**src/mix_defs.svh**
```systemverilog
// Global sizes for the five-lane mixing pipeline.

`ifndef MIX_DEFS_SVH
`define MIX_DEFS_SVH

// ~~~~~~~~~~~~~~~~~~~~~~~~~~~~~~~~~~~~~~~~
// Datapath sizing
// ~~~~~~~~~~~~~~~~~~~~~~~~~~~~~~~~~~~~~~~~

`define MIX_WIDTH 32 // Bits per data word.

`define MIX_CHANNELS 5 // Lanes in the tap line, one channel each.

// ~~~~~~~~~~~~~~~~~~~~~~~~~~~~~~~~~~~~~~~~
// Channel depth
// ~~~~~~~~~~~~~~~~~~~~~~~~~~~~~~~~~~~~~~~~

`define MIX_STAGES 4 // Registered adder stages in every channel.

`endif

```
**src/rtl/mix_pkg.sv**
```systemverilog
// Shared data types for the mixing pipeline datapath.

`include "mix_defs.svh"

package mix_pkg;

	// ~~~~~~~~~~~~~~~~~~~~~~~~~~~~~~~~~~~~~~~~
	// Word types
	// ~~~~~~~~~~~~~~~~~~~~~~~~~~~~~~~~~~~~~~~~

	// One stream word as it moves through the tap line and the channels.
	typedef logic [`MIX_WIDTH-1:0] word_t;

	// ~~~~~~~~~~~~~~~~~~~~~~~~~~~~~~~~~~~~~~~~
	// Lane types
	// ~~~~~~~~~~~~~~~~~~~~~~~~~~~~~~~~~~~~~~~~

	// One word per lane.
	// Lane 0 holds the newest input and the last lane holds the oldest.
	typedef word_t lane_array_t [`MIX_CHANNELS];

endpackage

```
**src/rtl/lane_if.sv**
```systemverilog
// Lane bus that carries the captured history words from the tap line to the channels.

interface lane_if
	import mix_pkg::*;
	();

	// A fresh set of lane words is presented on every clock.
	// No handshake goes with them.
	lane_array_t words;

	// The tap line drives the lane words.
	modport source (
		output words
	);

	// The channel array consumes the lane words.
	modport sink (
		input words
	);

endinterface

```
**src/rtl/adder_stage.sv**
```systemverilog
// Registered stage that adds a word to its one-bit left rotation.

`include "mix_defs.svh"

module adder_stage
	import mix_pkg::*;
(
	input  logic  clk,
	input  logic  rst,
	input  word_t data_in,
	output word_t data_out
);

	word_t opnd_a;
	word_t opnd_b;
	word_t sum;
	logic [`MIX_WIDTH-1:0] carry; // Carry into each bit position.

	// ~~~~~~~~~~~~~~~~~~~~~~~~~~~~~~~~~~~~~~~~
	// Operands
	// ~~~~~~~~~~~~~~~~~~~~~~~~~~~~~~~~~~~~~~~~

	assign opnd_a = data_in;
	assign opnd_b = {data_in[`MIX_WIDTH-2:0], data_in[`MIX_WIDTH-1]}; // Rotate left by one.

	// ~~~~~~~~~~~~~~~~~~~~~~~~~~~~~~~~~~~~~~~~
	// Ripple carry chain
	// ~~~~~~~~~~~~~~~~~~~~~~~~~~~~~~~~~~~~~~~~

	assign carry[0] = 1'b0;

	for (genvar i = 0; i < `MIX_WIDTH; i++) begin : g_cell
		// Sum bit of one full-adder cell.
		assign sum[i] = opnd_a[i] ^ opnd_b[i] ^ carry[i];

		// The top cell has no carry out, so the result wraps modulo 2^W.
		if (i < `MIX_WIDTH - 1) begin : g_carry
			assign carry[i+1] = (opnd_a[i] & opnd_b[i]) |
					    (carry[i] & (opnd_a[i] ^ opnd_b[i]));
		end
	end

	// ~~~~~~~~~~~~~~~~~~~~~~~~~~~~~~~~~~~~~~~~
	// Output register
	// ~~~~~~~~~~~~~~~~~~~~~~~~~~~~~~~~~~~~~~~~

	always_ff @(posedge clk or posedge rst) begin
		if (rst) begin
			data_out <= '0;
		end else begin
			data_out <= sum; // One cycle of latency per stage.
		end
	end

endmodule

```
**src/rtl/channel_array.sv**
```systemverilog
// Parallel channel pipes, one per lane, with the exclusive-or fold of their results.

`include "mix_defs.svh"

module channel_array
	import mix_pkg::*;
(
	input  logic  clk,
	input  logic  rst,
	lane_if.sink  lanes,
	output word_t folded
);

	word_t chan_out [`MIX_CHANNELS]; // Result of each channel.

	// ~~~~~~~~~~~~~~~~~~~~~~~~~~~~~~~~~~~~~~~~
	// Channels
	// ~~~~~~~~~~~~~~~~~~~~~~~~~~~~~~~~~~~~~~~~

	for (genvar c = 0; c < `MIX_CHANNELS; c++) begin : g_channel
		channel_pipe i_channel_pipe (
			.clk      (clk),
			.rst      (rst),
			.data_in  (lanes.words[c]),
			.data_out (chan_out[c])
		);
	end

	// ~~~~~~~~~~~~~~~~~~~~~~~~~~~~~~~~~~~~~~~~
	// Fold
	// ~~~~~~~~~~~~~~~~~~~~~~~~~~~~~~~~~~~~~~~~

	// Combinational, so the fold adds no cycle after the last stage.
	always_comb begin
		folded = '0;
		for (int c = 0; c < `MIX_CHANNELS; c++) begin
			folded = folded ^ chan_out[c];
		end
	end

endmodule

```
**src/rtl/channel_pipe.sv**
```systemverilog
// One lane channel built from a chain of registered adder stages.

`include "mix_defs.svh"

module channel_pipe
	import mix_pkg::*;
(
	input  logic  clk,
	input  logic  rst,
	input  word_t data_in,
	output word_t data_out
);

	// Entry s is the input of stage s.
	// The last entry is the channel result.
	word_t stage_w [`MIX_STAGES+1];

	assign stage_w[0] = data_in;

	// ~~~~~~~~~~~~~~~~~~~~~~~~~~~~~~~~~~~~~~~~
	// Stage chain
	// ~~~~~~~~~~~~~~~~~~~~~~~~~~~~~~~~~~~~~~~~

	for (genvar s = 0; s < `MIX_STAGES; s++) begin : g_stage
		adder_stage i_adder_stage (
			.clk      (clk),
			.rst      (rst),
			.data_in  (stage_w[s]),
			.data_out (stage_w[s+1])
		);
	end

	// Four words are in flight, one per stage.
	assign data_out = stage_w[`MIX_STAGES];

endmodule

```
**src/rtl/mix_top.sv**
```systemverilog
// Top level of the five-lane mixing pipeline, from the input stream to the folded output.

module mix_top
	import mix_pkg::*;
(
	input  logic  clk,
	input  logic  rst,
	input  word_t in,
	output word_t out
);

	// ~~~~~~~~~~~~~~~~~~~~~~~~~~~~~~~~~~~~~~~~
	// Lane bus
	// ~~~~~~~~~~~~~~~~~~~~~~~~~~~~~~~~~~~~~~~~

	lane_if i_lane_if ();

	// ~~~~~~~~~~~~~~~~~~~~~~~~~~~~~~~~~~~~~~~~
	// Tap line
	// ~~~~~~~~~~~~~~~~~~~~~~~~~~~~~~~~~~~~~~~~

	tap_line i_tap_line (
		.clk   (clk),
		.rst   (rst),
		.in    (in),
		.lanes (i_lane_if.source)
	);

	// ~~~~~~~~~~~~~~~~~~~~~~~~~~~~~~~~~~~~~~~~
	// Channels and fold
	// ~~~~~~~~~~~~~~~~~~~~~~~~~~~~~~~~~~~~~~~~

	// The output follows an input word five edges after it is sampled.
	channel_array i_channel_array (
		.clk    (clk),
		.rst    (rst),
		.lanes  (i_lane_if.sink),
		.folded (out)
	);

endmodule

```
**src/rtl/tap_line.sv**
```systemverilog
// Five-word input history with the capture register that drives the lane bus.

`include "mix_defs.svh"

module tap_line
	import mix_pkg::*;
(
	input  logic   clk,
	input  logic   rst,
	input  word_t  in,
	lane_if.source lanes
);

	lane_array_t history; // Slot 0 holds the newest word.
	lane_array_t capture; // Snapshot of the history one cycle later.

	// ~~~~~~~~~~~~~~~~~~~~~~~~~~~~~~~~~~~~~~~~
	// Shift line
	// ~~~~~~~~~~~~~~~~~~~~~~~~~~~~~~~~~~~~~~~~

	always_ff @(posedge clk or posedge rst) begin
		if (rst) begin
			for (int j = 0; j < `MIX_CHANNELS; j++) begin
				history[j] <= '0;
			end
		end else begin
			history[0] <= in;
			for (int j = 1; j < `MIX_CHANNELS; j++) begin
				history[j] <= history[j-1]; // Older words move up one slot.
			end
		end
	end

	// ~~~~~~~~~~~~~~~~~~~~~~~~~~~~~~~~~~~~~~~~
	// Lane capture
	// ~~~~~~~~~~~~~~~~~~~~~~~~~~~~~~~~~~~~~~~~

	// The whole history is copied every cycle.
	always_ff @(posedge clk or posedge rst) begin
		if (rst) begin
			for (int j = 0; j < `MIX_CHANNELS; j++) begin
				capture[j] <= '0;
			end
		end else begin
			capture <= history;
		end
	end

	assign lanes.words = capture; // Lane j carries the word sampled j cycles earlier.

endmodule

```
**config.mk**
```make
export PLATFORM = sky130hd
export DESIGN_NAME = mix_top
export DESIGN_NICKNAME = d
export VERILOG_FILES = /design/src/rtl/mix_pkg.sv /design/src/rtl/lane_if.sv /design/src/rtl/adder_stage.sv /design/src/rtl/channel_array.sv /design/src/rtl/channel_pipe.sv /design/src/rtl/mix_top.sv /design/src/rtl/tap_line.sv
export VERILOG_INCLUDE_DIRS = /design/src
export SDC_FILE = /design/constraint.sdc
export NUM_CORES = 2
export LEC_CHECK = 0
export ABC_CLOCK_PERIOD_IN_PS = 85100
export BUFFER_PORTS_ARGS = -buffer_cell sky130_fd_sc_hd__clkbuf_2
export CORE_MARGIN = 5
export CORE_UTILIZATION = 65
export DETAILED_ROUTE_END_ITERATION = 6
export PLACE_DENSITY = 0.82
export SLEW_MARGIN = 10
export SYNTH_ARGS = -nofsm -noshare
export SYNTH_HDL_FRONTEND = slang
export SYNTH_SLANG_ARGS = --single-unit
export TNS_END_PERCENT = 10
```
**constraint.sdc**
```tcl
create_clock -name clk -period 85.1 [get_ports clk]
set_input_delay 17.02 -clock clk [delete_from_list [all_inputs] [get_ports clk]]
set_output_delay 17.02 -clock clk [all_outputs]
set_load 0.01 [all_outputs]
```
==> impl_results.md <==
* Status: finished, final reports clean
* Vias in the first global route at 17125
* First-pass GRT wire length at 96300 um
* FP Rows at 85
* Post-synthesis mux area share at 0%
* Post-Synth XOR/XNOR Area at 4.65%
* Power density over the cells at 44.1 nW/um^2
* Post-route ant nets at 0
* Setup_tns at 0 ps
* Routability cong. at 0.845
* CTS Buf Count at 83
* GR Util All Layers at 21.7%
* Post-CTS setup buffers at 0
* Setup violators final at 0
* MaxCap Viol Count at 0
* Worst setup EP type: primary output
* Synth top area share at 59.3%
* Fillcell total at 3003
* Via count at 13312
* Layout cells sized above 1 at 10.6%
* Post-Synthesis Cells at 1689
* Clock transition at the registers of the reported paths at 60 ps
* Top Layer Used: met4
* Hold Slack at 344 ps
* Hold crit path type: flop to flop
* Worst setup SP type: flop
* Main synth FF type: dfrtp_1
* Mean Syn Cell Area at 20.8 sq um
* Final #Nets at 2500
* Synth top cells by count: 832 x dfrtp_1, 600 x fa_1, 101 x inv_1
* First drt pass iteration count at 6
* Final Hold Fails at 0
* Die ar. at 58700 sq um
* Ports at 66
* Syn Nets at 2343
* Initial antenna violation count at 0
* Worst rel slew slack at 30.1%
* WL final at 56500 um
* Synth Area in Compound Gates at 0%
* Leak at 0.0172 uW
* CTS max path bufs at 3
* Synth top area cells: dfrtp_1 59%, fa_1 34%, xnor3_1 2.1%
* Routed vias/inst at 5.11
* F_max at 52.7 MHz
* CP Class: flop to primary output
* Max Slew Vio Count at 0
* Worst skew pair latency at 630 ps
* Routed len/inst at 21.7 um
* DIE HEIGHT at 242 um
* RSZ-0062 raised after global routing: false
* TritonCTS Sinks at 832
* Largest net degree at the start of global routing at 213
* Cell variety after synth at 7
* Mapped cell area at 35100 sq um
* Post-CTS sizing at 0
* Seq/Total Area, Yosys at 59.3%
* Fin worst setup slack at 66110 ps
* Pre-CTS setup slack at 65400 ps
* Tmin final at 18990 ps
* Initial Util at 65.5%
* Initial DRC count at 595
* Number of synthesized register bits at 832
* Clk root buf: clkbuf_16
* Core area at 53600 sq um
* Maximum fanout along the worst path at 1
* Layout Skew at 31.5 ps
* N_diodes at 0
* CTS tree: yes
* Die width at 242 um
* Post-synth ARST share at 100%
* Synth Warn # at 0
* Buffers on Ports at 65
* Worst Path Arrival at 1970 ps
* Met3 WL at 2150 um
* Residual DRC at 0
* GRT overflow at 0
* Synth Area in Adders at 34.9%
* HPWL Detailed at 41700 um
* Area grow syn2layout at 11.4%
* Cell with the most instances after synthesis: dfrtp_1
* Final period utilization at 22.3%
* Met2 WL at 30200 um
* M1 wire length at 22400 um
* Number of H-tree levels at 3
* Largest family of logic cells by synthesized area: adder cells
* Simple-Gate Fraction of Synth Area at 0%
* Hold Buf Count CTS at 0
* Least-Margin Pin Slew at 1050 ps
* VDD IR max at 0.0000247 V
* Post-synth EDFFs at 0
* CP required at 68080 ps
* Synth area leader: dfrtp_1
[where the power goes]
part           internal (uW)  switching [uW]  leakage (uW)
Sequential               561             131       0.00969
Clock                    211             147       0.00135
Combinational            336             338       0.00621
Total                   1110             616        0.0172
[worst max-delay path, cell delays in order (launching register included)]
cell	delay, ps
dfrtp_1	370
xnor3_1	390
xnor2_1	380
clkbuf_2	210
[metrics by stage]
stage | util (%) | power (uW) | instance area, sq um | cells
6_report | 73.0 | 1720 | 39100 | 2604
5_1_grt | 73.0 | 1890 | 39100 | 2604
4_1_cts | 72.9 | 1760 | 39100 | 2603
3_5_place_dp | 67.8 | 1380 | 36400 | 2456
3_3_place_gp | 67.8 | 1330 | 36400 | 2456
2_1_floorplan | - | 1120 | 35100 | 1689
[final timing paths]
check | from | end | slack (ps) | cells after the start
worst max-delay path | flop | out[31] | 66110 | 3
worst min-delay path | i_tap_line.history[156] | i_tap_line.history[124] | 340 | 0
worst max register to register | flop | flop | 69830 | 35
worst min register to register | i_tap_line.history[156] | i_tap_line.history[124] | 340 | 0
max in group asynchronous | rst | async pin | 66140 | 4
min in group asynchronous | rst | i_tap_line.history[159] | 16650 | 2
[logic make-up (layout without fill, tap and decap cells)]
logic type / Yosys count / after routing
fa+ha+maj: 620 / 620
buf+inv: 101 / 320
xor+xnor: 136 / 136
flops: 832 / 832
[placed cells by master (no fill, tap or decap), types with 5 or more instances in the layout]
master     instances
bufinv_16          5
clkbuf_1          17
clkbuf_16         85
clkbuf_2          65
clkbuf_8          14
clkinv_2          19
dfrtp_1          832
fa_1             600
ha_1              20
inv_1            100
xnor2_1           72
xnor3_1           32
xor2_1            32
[per-layer routing]
layer	track usage (%)	vias to the layer above
li1	-	5466
met1	30.7	7547
met5	0	-
met3	3.46	84
met2	35.9	215
met4	7.33	0
[final cells by class]
type                    count  area, sq um  share of cell area (%)
clock inverters            31          330                   0.845
flip-flops and latches    832        20800                    53.2
clock buffers             116         2380                    6.09
inverters                 101          387                   0.989
multi-input cells         756        13900                    35.5
repair buffers             72          423                    1.08
well taps                 696          871                    2.23
Note: power is estimated with default switching activity, not from simulation.
